<file path="src/hw/retire_prof_pkg.sv">
package retire_prof_pkg;

    ////////////////////////////////////////////////////////////
    // Window markers

    // ADDI to x0 with immediates 12 and 13
    localparam logic [31:0] START_MARKER_NOP = 32'h00C00013;
    localparam logic [31:0] END_MARKER_NOP   = 32'h00D00013;

    ////////////////////////////////////////////////////////////
    // Instruction decode

    // Major opcode field, instruction bits 6 to 2
    typedef enum logic [4:0] {
        LOAD     = 5'b00000,
        LOAD_FP  = 5'b00001,
        MISC_MEM = 5'b00011,
        OP_IMM   = 5'b00100,
        AUIPC    = 5'b00101,
        STORE    = 5'b01000,
        STORE_FP = 5'b01001,
        AMO      = 5'b01011,
        OP       = 5'b01100,
        LUI      = 5'b01101,
        MADD     = 5'b10000,
        MSUB     = 5'b10001,
        NMSUB    = 5'b10010,
        NMADD    = 5'b10011,
        OP_FP    = 5'b10100,
        BRANCH   = 5'b11000,
        JALR     = 5'b11001,
        JAL      = 5'b11011,
        SYSTEM   = 5'b11100
    } opcode_t;

    localparam int NUM_CATS = 8;

    // Bit position of each category in the mask and in the counter array
    typedef enum logic [2:0] {
        CAT_ALU   = 3'd0,
        CAT_BR    = 3'd1,
        CAT_MUL   = 3'd2,
        CAT_DIV   = 3'd3,
        CAT_LOAD  = 3'd4,
        CAT_STORE = 3'd5,
        CAT_FPU   = 3'd6,
        CAT_MISC  = 3'd7
    } mix_cat_t;

    typedef logic [NUM_CATS-1:0] mix_mask_t;

    ////////////////////////////////////////////////////////////
    // Window control and pipeline payloads

    typedef enum logic [1:0] {
        WIN_IDLE       = 2'd0,
        WIN_COLLECTING = 2'd1,
        WIN_DONE       = 2'd2
    } window_state_t;

    // One retire port
    typedef struct packed {
        logic        valid;
        logic [31:0] instr;
    } retire_slot_t;

    // One port after decode
    typedef struct packed {
        logic      counted;
        mix_mask_t mask;
    } classified_t;

endpackage

</file>
<file path="src/hw/retire_capture.sv">
`timescale 1ns/10ps

module retire_capture #(
    parameter int RETIRE_PORTS = 2
) (
    input  logic                                          clk,
    input  logic                                          reset,
    input  retire_prof_pkg::retire_slot_t [RETIRE_PORTS-1:0] retire,
    input  logic                                          clear,
    output retire_prof_pkg::retire_slot_t [RETIRE_PORTS-1:0] tagged_slots,
    output retire_prof_pkg::window_state_t                   window_state
);
    import retire_prof_pkg::*;

    logic          start_seen;
    logic          end_seen;
    logic          count_en;
    window_state_t next_state;

    ////////////////////////////////////////////////////////////
    // Marker detection across all ports

    always_comb begin
        start_seen = 1'b0;
        end_seen   = 1'b0;
        for (int p = 0; p < RETIRE_PORTS; p++) begin
            start_seen |= retire[p].valid && (retire[p].instr == START_MARKER_NOP);
            end_seen   |= retire[p].valid && (retire[p].instr == END_MARKER_NOP);
        end
    end

    ////////////////////////////////////////////////////////////
    // Window FSM

    always_comb begin
        next_state = window_state;
        case (window_state)
            WIN_IDLE: begin
                if (start_seen) begin
                    next_state = WIN_COLLECTING;
                end
            end
            WIN_COLLECTING: begin
                if (end_seen) begin
                    next_state = WIN_DONE;
                end
            end
            // Closed window stays closed until software clears it
            WIN_DONE: next_state = WIN_DONE;
            default:  next_state = WIN_IDLE;
        endcase
        // Clear beats any marker in the same cycle
        if (clear) begin
            next_state = WIN_IDLE;
        end
    end

    always_ff @(posedge clk) begin
        if (reset) begin
            window_state <= WIN_IDLE;
        end else begin
            window_state <= next_state;
        end
    end

    ////////////////////////////////////////////////////////////
    // Slot register

    // Count only inside an open window and never in a marker cycle
    assign count_en = (window_state == WIN_COLLECTING) && !start_seen && !end_seen && !clear;

    always_ff @(posedge clk) begin
        for (int p = 0; p < RETIRE_PORTS; p++) begin
            tagged_slots[p].instr <= retire[p].instr;
            if (reset) begin
                tagged_slots[p].valid <= 1'b0;
            end else begin
                tagged_slots[p].valid <= retire[p].valid && count_en;
            end
        end
    end

endmodule

</file>
<file path="src/hw/mix_classifier.sv">
`timescale 1ns/10ps

module mix_classifier #(
    parameter int RETIRE_PORTS = 2
) (
    input  logic                                          clk,
    input  logic                                          reset,
    input  retire_prof_pkg::retire_slot_t [RETIRE_PORTS-1:0] tagged_slots,
    output retire_prof_pkg::classified_t  [RETIRE_PORTS-1:0] classified
);
    import retire_prof_pkg::*;

    mix_mask_t [RETIRE_PORTS-1:0] next_mask;

    ////////////////////////////////////////////////////////////
    // Category decode

    // M extension lives under OP with funct7 bit 25 set
    function automatic mix_mask_t classify(input retire_slot_t slot);
        opcode_t   op;
        logic      is_muldiv;
        logic      is_div;
        mix_mask_t mask;

        op        = opcode_t'(slot.instr[6:2]);
        is_muldiv = (op == OP) && slot.instr[25];
        // funct3 bit 2 splits MUL* from DIV/REM
        is_div    = slot.instr[14];
        mask      = '0;

        mask[CAT_ALU]   = (op inside {OP, OP_IMM, AUIPC, LUI}) && !is_muldiv;
        mask[CAT_BR]    = op inside {BRANCH, JAL, JALR};
        mask[CAT_MUL]   = is_muldiv && !is_div;
        mask[CAT_DIV]   = is_muldiv && is_div;
        // AMO is both a read and a write of memory
        mask[CAT_LOAD]  = op inside {LOAD, LOAD_FP, AMO};
        mask[CAT_STORE] = op inside {STORE, STORE_FP, AMO};
        mask[CAT_FPU]   = op inside {MADD, MSUB, NMSUB, NMADD, OP_FP};
        mask[CAT_MISC]  = op inside {SYSTEM, MISC_MEM};

        if (!slot.valid) begin
            mask = '0;
        end
        return mask;
    endfunction

    always_comb begin
        for (int p = 0; p < RETIRE_PORTS; p++) begin
            next_mask[p] = classify(tagged_slots[p]);
        end
    end

    ////////////////////////////////////////////////////////////
    // Output stage

    always_ff @(posedge clk) begin
        if (reset) begin
            classified <= '0;
        end else begin
            for (int p = 0; p < RETIRE_PORTS; p++) begin
                classified[p].counted <= tagged_slots[p].valid;
                classified[p].mask    <= next_mask[p];
            end
        end
    end

endmodule

</file>
<file path="src/hw/mix_counters.sv">
`timescale 1ns/10ps

module mix_counters #(
    parameter int RETIRE_PORTS = 2,
    parameter int COUNT_W      = 32
) (
    input  logic                                                clk,
    input  logic                                                reset,
    input  retire_prof_pkg::classified_t [RETIRE_PORTS-1:0]       classified,
    input  logic                                                clear,
    output logic [COUNT_W-1:0]                                  total_count,
    output logic [retire_prof_pkg::NUM_CATS-1:0][COUNT_W-1:0]    cat_counts
);
    import retire_prof_pkg::*;

    // Enough bits to hold a count of every port in one cycle
    localparam int SUM_W = $clog2(RETIRE_PORTS + 1);

    logic [SUM_W-1:0]                total_inc;
    logic [NUM_CATS-1:0][SUM_W-1:0]  cat_inc;

    ////////////////////////////////////////////////////////////
    // Per-cycle increments

    always_comb begin
        total_inc = '0;
        cat_inc   = '0;
        for (int p = 0; p < RETIRE_PORTS; p++) begin
            total_inc = total_inc + SUM_W'(classified[p].counted);
            for (int c = 0; c < NUM_CATS; c++) begin
                cat_inc[c] = cat_inc[c] + SUM_W'(classified[p].mask[c]);
            end
        end
    end

    ////////////////////////////////////////////////////////////
    // Accumulators

    // Free-running wrap at COUNT_W, clear drops the update of that cycle
    always_ff @(posedge clk) begin
        if (reset || clear) begin
            total_count <= '0;
            cat_counts  <= '0;
        end else begin
            total_count <= total_count + COUNT_W'(total_inc);
            for (int c = 0; c < NUM_CATS; c++) begin
                cat_counts[c] <= cat_counts[c] + COUNT_W'(cat_inc[c]);
            end
        end
    end

endmodule

</file>
<file path="src/hw/apb_stat_regs.sv">
`timescale 1ns/10ps

module apb_stat_regs #(
    parameter int COUNT_W = 32
) (
    input  logic                                              clk,
    input  logic                                              reset,
    input  logic [7:0]                                        paddr,
    input  logic                                              psel,
    input  logic                                              penable,
    input  logic                                              pwrite,
    input  logic [31:0]                                       pwdata,
    output logic [31:0]                                       prdata,
    output logic                                              pready,
    output logic                                              pslverr,
    input  retire_prof_pkg::window_state_t                      window_state,
    input  logic [COUNT_W-1:0]                                total_count,
    input  logic [retire_prof_pkg::NUM_CATS-1:0][COUNT_W-1:0]  cat_counts,
    output logic                                              clear
);
    import retire_prof_pkg::*;

    // Word index of the last category counter
    localparam logic [5:0] LAST_WORD = 6'(NUM_CATS + 1);

    logic [5:0]  word_idx;
    logic        addr_hit;
    logic        setup_phase;
    logic        access_done;
    logic [31:0] rd_mux;

    ////////////////////////////////////////////////////////////
    // Address decode

    assign word_idx    = paddr[7:2];
    assign addr_hit    = (paddr[1:0] == 2'b00) && (word_idx <= LAST_WORD);
    assign setup_phase = psel && !penable;
    assign access_done = psel && penable && pready;

    // No wait states ever
    assign pready = 1'b1;

    always_comb begin
        rd_mux = '0;
        if (addr_hit) begin
            case (word_idx)
                6'd0:    rd_mux = 32'(window_state);
                6'd1:    rd_mux = 32'(total_count);
                // Categories follow in mask order
                default: rd_mux = 32'(cat_counts[3'(word_idx - 6'd2)]);
            endcase
        end
    end

    ////////////////////////////////////////////////////////////
    // Read data and error, captured in setup for the access phase

    always_ff @(posedge clk) begin
        if (setup_phase) begin
            prdata <= rd_mux;
        end
    end

    always_ff @(posedge clk) begin
        if (reset) begin
            pslverr <= 1'b0;
        end else if (setup_phase) begin
            pslverr <= !addr_hit;
        end else if (access_done) begin
            pslverr <= 1'b0;
        end
    end

    ////////////////////////////////////////////////////////////
    // Clear control

    // Pulse lands on the edge that completes the write
    assign clear = access_done && pwrite && addr_hit && (word_idx == 6'd0) && pwdata[0];

endmodule

</file>
<file path="src/hw/retire_profiler.sv">
`timescale 1ns/10ps

module retire_profiler #(
    parameter int RETIRE_PORTS = 2,
    parameter int COUNT_W      = 32
) (
    input  logic                                          clk,
    input  logic                                          reset,
    input  retire_prof_pkg::retire_slot_t [RETIRE_PORTS-1:0] retire,
    input  logic [7:0]                                    paddr,
    input  logic                                          psel,
    input  logic                                          penable,
    input  logic                                          pwrite,
    input  logic [31:0]                                   pwdata,
    output logic [31:0]                                   prdata,
    output logic                                          pready,
    output logic                                          pslverr
);
    import retire_prof_pkg::*;

    retire_slot_t [RETIRE_PORTS-1:0]      tagged_slots;
    classified_t  [RETIRE_PORTS-1:0]      classified;
    window_state_t                        window_state;
    logic [COUNT_W-1:0]                   total_count;
    logic [NUM_CATS-1:0][COUNT_W-1:0]     cat_counts;
    logic                                 clear;

    ////////////////////////////////////////////////////////////
    // Retire stream pipeline, three stages to the counters

    retire_capture #(
        .RETIRE_PORTS (RETIRE_PORTS)
    ) u_capture (
        .clk          (clk),
        .reset        (reset),
        .retire       (retire),
        .clear        (clear),
        .tagged_slots (tagged_slots),
        .window_state (window_state)
    );

    mix_classifier #(
        .RETIRE_PORTS (RETIRE_PORTS)
    ) u_classifier (
        .clk          (clk),
        .reset        (reset),
        .tagged_slots (tagged_slots),
        .classified   (classified)
    );

    mix_counters #(
        .RETIRE_PORTS (RETIRE_PORTS),
        .COUNT_W      (COUNT_W)
    ) u_counters (
        .clk         (clk),
        .reset       (reset),
        .classified  (classified),
        .clear       (clear),
        .total_count (total_count),
        .cat_counts  (cat_counts)
    );

    ////////////////////////////////////////////////////////////
    // Software access

    apb_stat_regs #(
        .COUNT_W (COUNT_W)
    ) u_regs (
        .clk          (clk),
        .reset        (reset),
        .paddr        (paddr),
        .psel         (psel),
        .penable      (penable),
        .pwrite       (pwrite),
        .pwdata       (pwdata),
        .prdata       (prdata),
        .pready       (pready),
        .pslverr      (pslverr),
        .window_state (window_state),
        .total_count  (total_count),
        .cat_counts   (cat_counts),
        .clear        (clear)
    );

endmodule

</file>
<file path="config.mk">
export PLATFORM = sky130hd
export DESIGN_NAME = retire_profiler
export DESIGN_NICKNAME = d
export VERILOG_FILES = /design/src/hw/retire_prof_pkg.sv /design/src/hw/retire_capture.sv /design/src/hw/mix_classifier.sv /design/src/hw/mix_counters.sv /design/src/hw/apb_stat_regs.sv /design/src/hw/retire_profiler.sv
export SDC_FILE = /design/constraint.sdc
export NUM_CORES = 1
export LEC_CHECK = 0
export BUFFER_PORTS_ARGS = -buffer_cell sky130_fd_sc_hd__buf_2
export CORE_MARGIN = 2
export CORE_UTILIZATION = 55
export DETAILED_ROUTE_END_ITERATION = 6
export GPL_ROUTABILITY_DRIVEN = 0
export PLACE_DENSITY = 0.74
export SYNTH_ARGS = -nofsm -noshare
export SYNTH_HDL_FRONTEND = slang
export SYNTH_SLANG_ARGS = --single-unit
export TNS_END_PERCENT = 5
</file>
<file path="constraint.sdc">
create_clock -name clk -period 4.26 [get_ports clk]
set_input_delay 0.639 -clock clk [delete_from_list [all_inputs] [get_ports clk]]
set_output_delay 0.639 -clock clk [all_outputs]
set_load 0.05 [all_outputs]
</file>
Word-level counts from Yosys, hierarchy flattened
Index checks and enable logic that the tools add are counted.
{"block": "totals", "reg_bits": 395, "elab_cells": 154, "out_inout_bits": 34}
{"block": "classes", "addsub": 19, "n_eq_ne": 45, "muxes": 8, "n_reduce_logical": 56, "n_bitwise": 4, "order_cmp": 2}
{"cell": "$add 32x2->32", "n": 9}
{"cell": "$eq 32x24->1 const B", "n": 4}
{"cell": "$bmux 32 s3", "n": 1}
{"cell": "$eq 5x5->1 const B", "n": 18}
{"cell": "$pmux 32 s2", "n": 1}
{"cell": "$eq 5x4->1 const B", "n": 10}
{"cell": "$mux 32", "n": 1}
{"cell": "$logic_and 1x1->1", "n": 24}
{"cell": "$eq 5x3->1 const B", "n": 4}
{"cell": "$add 1x1->2", "n": 9}
{"cell": "$reduce_bool 3->1", "n": 6}
{"cell": "$eq 5x1->1 const B", "n": 2}
{"cell": "$eq 5x2->1 const B", "n": 2}
{"cell": "$logic_not 5->1", "n": 2}
{"cell": "$reduce_bool 5->1", "n": 2}
{"cell": "$logic_not 1->1", "n": 9}
{"cell": "$reduce_bool 4->1", "n": 2}
{"cell": "$eq 6x1->1 const B", "n": 1}
{"cell": "$le 6x4->1 const B", "n": 1}
{"cell": "$logic_not 6->1", "n": 1}
{"cell": "$pmux 2 s3", "n": 1}
{"cell": "$reduce_bool 2->1", "n": 3}
{"cell": "$reduce_or 2->1", "n": 3}
{"cell": "$logic_not 2->1", "n": 2}
{"cell": "other kinds (11)", "n": 16}

Depth between registers and ports, before layout
Gate-level depths: netlist of the first run.
{"block": "logic_depth", "word_depth": 8, "mapped_depth": 10, "ltp_nobuf": 9}

Modules after synthesis
From an unflattened synthesis of the first run, not the netlist that was laid out.
{"block": "unflattened", "cells_unflattened": 1854, "hier_area_um2": 18496.5}
{"module": "mix_counters", "area_each_um2": 12683.4, "cells_each": 1469, "n_inst": 1, "seq_area_each_um2": 5765.5}
{"module": "apb_stat_regs", "area_each_um2": 3359.5, "cells_each": 207, "n_inst": 1, "seq_area_each_um2": 980.9}
{"module": "retire_capture", "area_each_um2": 1751.7, "cells_each": 113, "n_inst": 1, "seq_area_each_um2": 1361.3}
{"module": "mix_classifier", "area_each_um2": 701.9, "cells_each": 65, "n_inst": 1, "seq_area_each_um2": 360.3}

Worst setup path before layout of the first run
OpenSTA, ideal clock, no wires.
{"block": "synth_path", "path_type": "reg2reg", "start": "register, netlist name u_classifier.classified[3]", "end": "register u_counters.cat_counts[124] in the netlist's numbering", "path_stages_with_launch": 11, "path_slack_ps": 1598, "setup_time_ps": 119, "n_path_buf": 1, "arrival_time_ps": 2543, "required_time_ps": 4141, "synth_period_minus_slack_ps": 2662, "cell_sequence": "dfxtp_1 > inv_1 > fa_1 > inv_1 > ha_1 > nand2_1 > or4_2 > clkbuf_1 > nor4_1 > nand4_1 > mux2i_1"}
{"block": "synth_via", "elab_chain_cells": 2}
{"item": "$add 1x1->2", "line_no": "mix_counters.sv:31", "source": "cat_inc[c] = cat_inc[c] + SUM_W'(classified[p].mask[c]);"}
{"item": "$add 32x2->32", "line_no": "mix_counters.sv:47", "source": "cat_counts[c] <= cat_counts[c] + COUNT_W'(cat_inc[c]);"}
{"item": "end signal: indexed assignment", "line_no": "mix_counters.sv:47"}
{"item": "end: declaration", "line_no": "mix_counters.sv:12", "source": "output logic [retire_prof_pkg::NUM_CATS-1:0][COUNT_W-1:0] cat_counts"}
No other way between the ends.
A chain may end at the register's enable or synchronous reset.

Worst setup path in the final report of the first run
{"block": "layout_path", "start": "register, netlist name u_classifier.classified[3]", "end": "register u_counters.cat_counts[124] in the netlist's numbering"}
{"block": "layout_via", "elab_chain_cells": 2}
{"item": "$add 1x1->2", "line_no": "mix_counters.sv:31"}
{"item": "$add 32x2->32", "line_no": "mix_counters.sv:47"}
No other way between the ends.

==> flow_metrics.env, run 1 <==
export IMPL_worstRegToRegCells=9
export IMPL_start_util=0.559
export IMPL_power_frac_clock=0.472
export IMPL_final_util=0.626
export IMPL_synth_cell_type_count=61
export IMPL_use_met2=0.423
export IMPL_die_area_um2=33500
export IMPL_final_antenna_net_count=0
export IMPL_final_period_utilization=0.710
export IMPL_synthCells=2007
export IMPL_yosysSeqAreaShare=0.424
export IMPL_hpwl_um=31300
export IMPL_num_rows=65
export IMPL_leakage_uw=0.00705
export IMPL_cts_resized=0
export IMPL_yosysWarnings=0
export IMPL_place_ws_ns=1.24
export IMPL_ys_ff_latch=357
export IMPL_cpPeakStageDelay_ns=0.84
export IMPL_period_minus_slack_ns=3.02
export IMPL_max_freq_mhz=331
export IMPL_rsz0062_at_grt="no"
export IMPL_clk_pin_slew_worst_paths_ns=0.06
export IMPL_synth_area_per_cell_um2=8.78
export IMPL_drc=0
export IMPL_syn_area_um2=17600
export IMPL_gr_total_overflow=0
export IMPL_worst_path_most_repeated_cell="inv_1"
export IMPL_cts_setup_buffers=0
export IMPL_intPower_uw=5540
export IMPL_numClockSinks=357
export IMPL_start_kind="flop"
export IMPL_fin_worst_skew_ns=0.0196
export IMPL_via_count=14900
export IMPL_required_ns=4.67
export IMPL_status="completed"
export IMPL_grt_pass1_vias=13800
export IMPL_synthFlopType="dfxtp_1"
export IMPL_setup_viol=0
export IMPL_ir_drop_mv=0.216
export IMPL_cp_max_fo=10
export IMPL_synthesis_nets=2138
export IMPL_die_h_um=183
export IMPL_worstSetupPathType="flop to flop"
export IMPL_grt_pass1_wl_um=71000
export IMPL_synth_edf_count=32
export IMPL_finalHoldViolCount=0
export IMPL_clock_root_buffer="clkbuf_16"
export IMPL_top_usage_layer="met2"
export IMPL_drt_initial_drc_count=1383
export IMPL_cts_max_level=2
export IMPL_cts_hold_buf=0
export IMPL_grt_max_degree=90
export IMPL_tightest_slew_ns=1.12
export IMPL_cap_violations=0
export IMPL_met1_usage=0.356
export IMPL_clock_latency_ns=0.53
export IMPL_path_cells="inv_1 > fa_1 > inv_1 > ha_1 > nand2_1 > or4_2 > nor4_1 > nand4_1 > mux2i_1"
export IMPL_async_flop_share=0
export IMPL_crit_arrival_ns=3.43
export IMPL_cp_end_kind="flop"
export IMPL_cp_slowest_cell="or4_2"
export IMPL_clock_path_buffers=3
export IMPL_firstDrtPassIters=5
export IMPL_port_buffers=112
export IMPL_seqPwrFrac=0.477
export IMPL_switchingPower_uw=1620
export IMPL_antenna_found_initial=0
export IMPL_hold_class="primary input to flop"
export IMPL_wl_per_cell_um=17.6
export IMPL_die_x_um=183
export IMPL_power_uw=7160
export IMPL_power_density_nw_per_um2=362
export IMPL_area_growth_pct=12.0
export IMPL_grt_use_met3=0.0421
export IMPL_cts_tree="done"
export IMPL_drt_vias_per_instance=5.96
export IMPL_io_pins=145
export IMPL_setup_tns_ns=0
export IMPL_coreArea_um2=31600
export IMPL_pwr_share_comb=0.052
export IMPL_wl_um=44100
export IMPL_layout_setup_ws_ns=1.24
export IMPL_final_max_slew_viol_count=0
export IMPL_drive_gt1_frac=0.103
export IMPL_min_path_cells=1
export IMPL_slew_headroom=0.254
export IMPL_sw_frac_of_total=0.227
export IMPL_numCtsBuffers=38
export IMPL_grt_usage=0.262
export IMPL_nNetsFinal=2207
==> placed cells by master, fill, tap and decap left out, drive strengths merged, types with 49 or more instances in the layout <==
cell / count
a21oi: 58
a22oi: 60
and3: 49
buf: 135
clkbuf: 57
dfxtp: 325
inv: 80
mux2i: 130
nand2: 110
nand3: 98
nand4: 71
nor2: 285
nor3: 58
nor4: 51
xnor2: 127
xor2: 90
==> cell usage after synthesis (5+ instances only) <==
| library cell | instances | area [µm²] |
|---|---|---|
| a21oi_1 | 58 | 290 |
| a22oi_1 | 60 | 450 |
| a31oi_1 | 21 | 131 |
| and2_1 | 27 | 169 |
| and3_1 | 49 | 307 |
| and4_1 | 30 | 263 |
| buf_1 | 7 | 26.3 |
| buf_2 | 33 | 165 |
| clkbuf_1 | 62 | 233 |
| dfxtp_1 | 325 | 6510 |
| edfxtp_1 | 32 | 961 |
| fa_1 | 9 | 180 |
| ha_1 | 11 | 138 |
| inv_1 | 80 | 300 |
| mux2i_1 | 130 | 1300 |
| nand2_1 | 109 | 409 |
| nand2b_1 | 7 | 43.8 |
| nand3_1 | 97 | 485 |
| nand3b_1 | 5 | 37.5 |
| nand4_1 | 69 | 432 |
| nor2_1 | 285 | 1070 |
| nor2b_1 | 11 | 68.8 |
| nor3_1 | 58 | 290 |
| nor4_1 | 51 | 319 |
| nor4b_1 | 6 | 52.6 |
| o21a_1 | 6 | 45.0 |
| o21ai_0 | 42 | 210 |
| o31ai_1 | 6 | 45.0 |
| or3_1 | 42 | 263 |
| or4_1 | 13 | 97.6 |
| xnor2_1 | 127 | 1110 |
| xor2_1 | 90 | 788 |
==> metal layers <==
layer	routed length (µm)	vias up
met5	0	-
met3	3030	79
li1	-	7197
met1	19300	7102
met4	1480	0
met2	20300	553
==> area by class of cell <==
class	instances	area, µm²
fill	2662	11800
sequential	357	7470
clock inverter	12	135
tap	402	503
multi-input combinational	1463	9420
inverter	80	300
timing repair buffer	136	800
clock buffer	56	1120
antenna	1	2.50
==> worst paths after layout <==
kind	to	slack, ns	from
min reg2reg	u_classifier.classified[11]	0.44	u_capture.tagged_slots[47]
min	u_capture.tagged_slots[4]	0.22	retire[4]
max	u_counters.cat_counts[124]	1.24	u_classifier.classified[3]
max reg2reg	u_counters.cat_counts[124]	1.24	u_classifier.classified[3]
==> cell families (layout without fill, tap and decap cells) <==
logic type,after synthesis,in the layout,synth area share
flops,357,357,0.424
simple gates,883,883,0.257
xor+xnor,217,217,0.108
buf+inv,187,284,0.0439
mux,133,133,0.0757
other cells,1,2,0.000213
fa+ha+maj,20,20,0.0180
compound gates,209,209,0.0742
==> power by group through the flow <==
stage | combinational, µW | clock (µW) | sequential [µW]
after global routing | 390 | 3540 | 3410
after CTS | 366 | 3400 | 3410
final | 370 | 3370 | 3410
after floorplan | 196 | 0 | 3520
after detailed placement | 366 | 0 | 3490
after global placement | 361 | 0 | 3490
==> per-stage QoR <==
step           hold WS (ns)  cells  cell area, µm²
6_report              0.219   2507           19700
5_1_grt               0.203   2506           19700
4_1_cts               0.203   2506           19700
3_5_place_dp          0.412   2438           18500
3_3_place_gp          0.410   2438           18500
2_1_floorplan         0.392   2007           17600
==> flip-flops by register name (all words and copies together), names as in the netlist <==
| signal | cells |
|---|---|
| u_capture.tagged_slots | 16 |
| u_counters.cat_counts | 256 |
| u_capture.window_state | 2 |
| u_classifier.classified | 18 |
| u_regs.prdata | 32 |
| u_counters.total_count | 32 |
| u_regs.pslverr | 1 |
==> critical path, delay by kind of cell, from the launching register on <==
family	cells	cell delay [ns]
buf+inv	2	0.12
simple gates	4	1.69
flops	1	0.30
mux	1	0.15
fa+ha+maj	2	0.65
(Power assumes the default switching activity.)
==> run 2, diff against run 1 <==
- ABC_AREA: unset -> 1
- clock period: 4.26 -> 3.01 ns (I/O delays scaled with it)
==> flow_metrics.env, run 2 <==
export IMPL_synth_area_leaders="dfxtp_1 (33%), nand2_1 (11%), nor2_1 (7.8%), inv_1 (7.4%), a21oi_1 (6.4%)"
export IMPL_gr_total_overflow=0
export IMPL_reg2reg_to="u_counters.cat_counts[124]"
export IMPL_start_kind="flop"
export IMPL_layout_common_cells="nand2_1 (597), nor2_1 (407), inv_1 (386)"
export IMPL_drt_initial_drc_count=2076
export IMPL_final_period_utilization=0.878
export IMPL_crit_arrival_ns=3.05
export IMPL_clk_pin_slew_worst_paths_ns=0.06
export IMPL_grt_use_met3=0.0567
export IMPL_num_rows=69
export IMPL_yosysSeqAreaShare=0.381
export IMPL_drc=0
export IMPL_die_area_um2=37100
export IMPL_synth_edf_count=32
export IMPL_wl_um=59800
export IMPL_clock_path_buffers=3
export IMPL_area_growth_pct=11.7
export IMPL_final_util=0.620
export IMPL_ys_top_cells_by_count="nand2_1 (597), nor2_1 (409), inv_1 (386), dfxtp_1 (325), a21oi_1 (252)"
export IMPL_coreArea_um2=35300
export IMPL_grt_pass1_vias=18100
export IMPL_period_minus_slack_ns=2.64
export IMPL_reg2reg_from="u_classifier.classified[3]"
export IMPL_regMostFlops="u_counters.cat_counts"
export IMPL_power_density_nw_per_um2=484
export IMPL_start_util=0.555
export IMPL_tightest_slew_ns=0.668
export IMPL_cts_setup_buffers=0
export IMPL_largest_reg_flops=256
export IMPL_leakage_uw=0.00735
export IMPL_antennaDiodeCount=0
export IMPL_final_max_slew_viol_count=0
export IMPL_final_antenna_net_count=0
export IMPL_hpwl_um=44500
export IMPL_cts_tree="done"
export IMPL_wl_per_cell_um=17.3
export IMPL_slew_headroom=0.555
export IMPL_max_freq_mhz=378
export IMPL_reg2reg_slack_ns=0.37
export IMPL_setup_viol=0
export IMPL_synthFlopType="dfxtp_1"
export IMPL_yosysWarnings=0
export IMPL_numCtsBuffers=40
export IMPL_finalHoldViolCount=0
export IMPL_syn_area_um2=19600
export IMPL_reg_top3="u_counters.cat_counts (256), u_counters.total_count (32), u_regs.prdata (32)"
export IMPL_use_met2=0.509
export IMPL_nNetsFinal=3102
export IMPL_antenna_found_initial=0
export IMPL_status="completed"
export IMPL_grt_pass1_wl_um=93500
export IMPL_cp_max_fo=4
export IMPL_die_h_um=193
export IMPL_crit_path_end="u_counters.cat_counts[124]"
export IMPL_clock_latency_ns=0.57
export IMPL_firstDrtPassIters=7
export IMPL_fillers=3243
export IMPL_drive_gt1_frac=0.0964
export IMPL_top_usage_layer="met2"
export IMPL_numClockSinks=357
export IMPL_synthesis_nets=3007
export IMPL_async_flop_share=0
export IMPL_port_buffers=112
export IMPL_cts_max_level=2
export IMPL_rsz0062_at_grt="no"
export IMPL_ys_ff_latch=357
export IMPL_cp_end_kind="flop"
export IMPL_drt_vias_per_instance=5.72
export IMPL_synth_area_per_cell_um2=6.81
export IMPL_cts_hold_buf=0
export IMPL_hold_class="primary input to flop"
export IMPL_cap_violations=0
export IMPL_setup_tns_ns=0
export IMPL_required_ns=3.42
export IMPL_yosysTopAreaCellShare=0.332
export IMPL_min_path_cells=1
export IMPL_yosys_area_top_type="dfxtp_1"
export IMPL_die_x_um=193
export IMPL_grt_max_degree=127
export IMPL_crit_start="u_classifier.classified[3]"
export IMPL_ir_drop_mv=0.442
export IMPL_io_pins=145
export IMPL_grt_usage=0.319
export IMPL_clock_root_buffer="clkbuf_16"
export IMPL_cts_resized=0
export IMPL_via_count=19800
export IMPL_synth_most_common_cell="nand2_1"
export IMPL_worstRegToRegCells=11
export IMPL_synth_cell_type_count=52
export IMPL_met1_usage=0.427
export IMPL_fin_worst_skew_ns=0.0359
export IMPL_synthCells=2876
export IMPL_worstSetupPathType="flop to flop"
export IMPL_final_common_cell="nand2_1"
run 2: changes by cell type in the layout (fill, tap and decap cells not counted), moves of 42 or more:
cell     change
nand2_1    +488
inv_1      +306
a21oi_1    +194
mux2i_1    -130
nor2_1     +123
xnor2_1    -121
nor3_1      +77
o21ai_0     +65
a22oi_1     -57
nand3_1     +45
xor2_1      -44
and3_1      -43
or3_1       -42
run 2: cells by family after synthesis:
family / after synthesis / share of synthesized area
and+or+nand+nor: 1488 / 0.338
xor gates and xnor gates: 52 / 0.0233
adders and majority gates: 20 / 0.0162
buffers and inverters: 473 / 0.0967
AOI/OAI and AO/OA: 485 / 0.144
DFF: 357 / 0.381
other: 1 / 0.000191
run 2: metal layers:
| metal | vias to the layer above | part of all wire |
|---|---|---|
| met3 | 138 | 0.095 |
| met1 | 9053 | 0.41 |
| li1 | 9674 | - |
| met4 | 0 | 0.044 |
| met5 | - | 0 |
| met2 | 918 | 0.45 |
run 2: where the power goes:
part	switching (µW)	total [µW]	internal, µW
Combinational	523	728	205
Sequential	22.4	4850	4830
Clock	2070	5020	2960
Total	2610	10600	7990
run 2: critical path: stages (launching register included):
cell,delay (ns)
dfxtp_1,0.30
inv_1,0.05
fa_1,0.51
inv_1,0.18
ha_1,0.21
nand3_1,0.11
nor2_1,0.24
nand3_1,0.23
nor2_2,0.24
nand2_1,0.15
nor3_1,0.21
nor3b_1,0.08
run 2: layout make-up:
type                            instances  area [µm²]  area share
Inverter                              392        1470      0.0672
Timing Repair Buffer                  134         801      0.0366
Sequential cell                       357        7470       0.341
Multi-Input combinational cell       2046       10200       0.468
Clock inverter                         20         253      0.0115
Clock buffer                           50        1070      0.0488
Tap cell                              461         577      0.0264
run 2: worst min path at each step:
stage,start,endpoint,slack (ns)
floorplan,u_capture.tagged_slots[14],u_classifier.classified[2],0.39
finish,retire[36],u_capture.tagged_slots[36],0.02
detailed placement,u_capture.tagged_slots[14],u_classifier.classified[2],0.42
CTS,retire[36],u_capture.tagged_slots[36],0.007
global placement,u_capture.tagged_slots[47],u_classifier.classified[11],0.42
global route,retire[36],u_capture.tagged_slots[36],0.01
run 2: per-stage QoR:
step	total power (µW)	worst slack (ns)	area (µm²)	hold slack (ns)	instances
3_5_place_dp	5660	0.458	20600	0.418	3390
4_1_cts	10600	0.447	21900	0.00669	3460
2_1_floorplan	5390	0.696	19600	0.392	2876
3_3_place_gp	5640	0.524	20600	0.422	3390
6_report	10600	0.368	21900	0.0239	3460
5_1_grt	10900	0.0758	21900	0.0123	3460
==> run 3, diff against run 2 <==
- CELL_PAD_IN_SITES_DETAIL_PLACEMENT: unset -> 1
- CELL_PAD_IN_SITES_GLOBAL_PLACEMENT: unset -> 1
- CORE_UTILIZATION: 55 -> 44
- PLACE_DENSITY: 0.74 -> unset
- PLACE_DENSITY_LB_ADDON: unset -> 0.1
- RECOVER_POWER: unset -> 50
==> flow_metrics.env, run 3 (synthesis gave the netlist of run 2 again) <==
export IMPL_numClockSinks=357
export IMPL_hpwl_um=55600
export IMPL_cp_end_kind="flop"
export IMPL_nNetsFinal=3132
export IMPL_hold_slack_ns=0.0544
export IMPL_cp_slowest_cell="buf_2"
export IMPL_largest_reg_flops=256
export IMPL_die_x_um=215
export IMPL_power_density_nw_per_um2=489
export IMPL_clock_root_buffer="clkbuf_16"
export IMPL_numCtsBuffers=42
export IMPL_violations="capacitance limit, slew limit"
export IMPL_critical_path_top_delay_family="buffers and inverters"
export IMPL_crit_cells=8
export IMPL_reg_top3="u_counters.cat_counts (256), u_counters.total_count (32), u_regs.prdata (32)"
export IMPL_ir_drop_mv=0.390
export IMPL_antennaDiodeCount=0
export IMPL_layout_common_cells="nand2_1 (597), nor2_1 (411), inv_1 (388)"
export IMPL_drive_gt1_frac=0.0804
export IMPL_whs_endpoint="u_regs.pslverr"
export IMPL_min_path_cells=2
export IMPL_wl_per_cell_um=20.0
export IMPL_slew_headroom=-0.375
export IMPL_reg2reg_from="u_classifier.classified[2]"
export IMPL_reg2reg_to="u_counters.cat_counts[86]"
export IMPL_grt_pass1_vias=20600
export IMPL_power_uw=10800
export IMPL_cts_hold_buf=14
export IMPL_status="finished with violations"
export IMPL_drt_initial_drc_count=1368
export IMPL_place_ws_ns=0.379
export IMPL_worst_path_most_repeated_cell="clkbuf_1"
export IMPL_max_freq_mhz=353
export IMPL_gr_total_overflow=0
export IMPL_setup_tns_ns=0
export IMPL_reg2reg_slack_ns=0.21
export IMPL_cpPeakStageDelay_ns=0.79
export IMPL_die_area_um2=46200
export IMPL_final_period_utilization=0.941
export IMPL_path_cells="clkbuf_1 > inv_1 > buf_2 > o21ai_0 > o2111ai_1 > clkbuf_1 > o211ai_1 > a21oi_1"
export IMPL_cts_tree="done"
export IMPL_finalHoldViolCount=0
export IMPL_layout_setup_ws_ns=0.178
export IMPL_start_util=0.445
export IMPL_critPathBufInv=4
export IMPL_hold_class="primary input to flop"
export IMPL_clk_pin_slew_worst_paths_ns=0.06
export IMPL_grt_pass1_wl_um=113000
export IMPL_clock_path_buffers=3
export IMPL_grt_max_degree=62
export IMPL_setup_viol=0
export IMPL_fin_cells=3626
export IMPL_antenna_found_initial=2
export IMPL_final_common_cell="nand2_1"
export IMPL_cap_violations=1
export IMPL_fin_worst_skew_ns=0.0268
export IMPL_start_kind="primary input"
export IMPL_min_delay_start="reset"
export IMPL_rsz0062_at_grt="no"
export IMPL_cts_max_level=2
export IMPL_io_pins=145
export IMPL_num_rows=77
export IMPL_period_minus_slack_ns=2.83
export IMPL_clock_latency_ns=0.58
export IMPL_cts_setup_buffers=0
export IMPL_drc=0
export IMPL_required_ns=3.41
export IMPL_final_max_slew_viol_count=34
export IMPL_worstSetupPathType="primary input to flop"
export IMPL_port_buffers=112
export IMPL_regMostFlops="u_counters.cat_counts"
export IMPL_die_h_um=215
export IMPL_tightest_slew_ns=2.06
export IMPL_wl_um=72500
export IMPL_grt_usage=0.310
export IMPL_cts_resized=0
export IMPL_drt_vias_per_instance=5.60
export IMPL_area_growth_pct=13.3
export IMPL_cp_max_fo=56
export IMPL_place_inst=3535
export IMPL_via_count=20300
export IMPL_crit_arrival_ns=3.23
export IMPL_final_antenna_net_count=0
export IMPL_firstDrtPassIters=5
export IMPL_worstRegToRegCells=13
export IMPL_leakage_uw=0.00734
export IMPL_coreArea_um2=44000
[run 3: cell count changes in the layout (fill, tap and decap cells not counted), moves of 3 or more]
| cell | change |
|---|---|
| clkbuf_16 | +3 |
| nor2_1 | +4 |
| buf_2 | -47 |
| buf_4 | +5 |
| dlygate4sd3_1 | +14 |
| buf_12 | -4 |
| nor2_2 | -4 |
| clkbuf_8 | +5 |
| clkinv_2 | +3 |
| clkbuf_1 | +58 |
| clkinvlp_4 | -4 |
| clkbuf_2 | +4 |
[run 3: through the flow]
| step | area [µm²] | util |
|---|---|---|
| floorplan | 19600 | - |
| global placement | 20800 | 0.473 |
| detailed placement | 20800 | 0.473 |
| CTS | 22400 | 0.508 |
| global route | 22200 | 0.504 |
| finish | 22200 | 0.504 |
[run 3: area by class of cell]
cell class / count / area [µm²]
flip-flops and latches: 357 / 7470
fillers: 5895 / 21800
clock buffers: 62 / 1230
multi-input cells: 2046 / 10200
clock inverters: 15 / 153
inverters: 392 / 1470
well taps: 592 / 741
repair buffers: 162 / 901
[run 3: per-layer routing]
layer  part of all wire  wire length, µm  track usage
met2               0.46            33100        0.504
met3              0.054             3940       0.0427
met1               0.44            32200        0.410
met4              0.045             3270        0.139
met5            0.00018               13            0
[run 3: worst max-delay path by stage]
stage | from | end | slack, ns
finish | paddr[2] | u_regs.prdata[26] | 0.18
global route | u_classifier.classified[11] | u_counters.cat_counts[86] | 0.05
CTS | u_classifier.classified[11] | u_counters.cat_counts[86] | 0.31
detailed placement | u_classifier.classified[2] | u_counters.cat_counts[86] | 0.38
global placement | u_classifier.classified[2] | u_counters.cat_counts[86] | 0.47
floorplan | psel | u_regs.prdata[0] | 0.70
[run 3: where the power goes]
group          internal [µW]  leakage, µW  switching (µW)
Clock                   3080     0.000688            2130
Sequential              4830      0.00293            30.4
Combinational            211      0.00371             559
Total                   8120      0.00734            2720
[run 3: worst register-to-register path: stages, from the launching register on]
cell,delay [ns]
dfxtp_1,0.31
inv_1,0.05
fa_1,0.52
inv_1,0.12
ha_1,0.22
nand3_1,0.22
nor2_2,0.24
nand2_1,0.13
nor2_1,0.26
nand2_1,0.13
nor2_1,0.15
nand2_1,0.12
nor2_1,0.12
nor3b_1,0.06
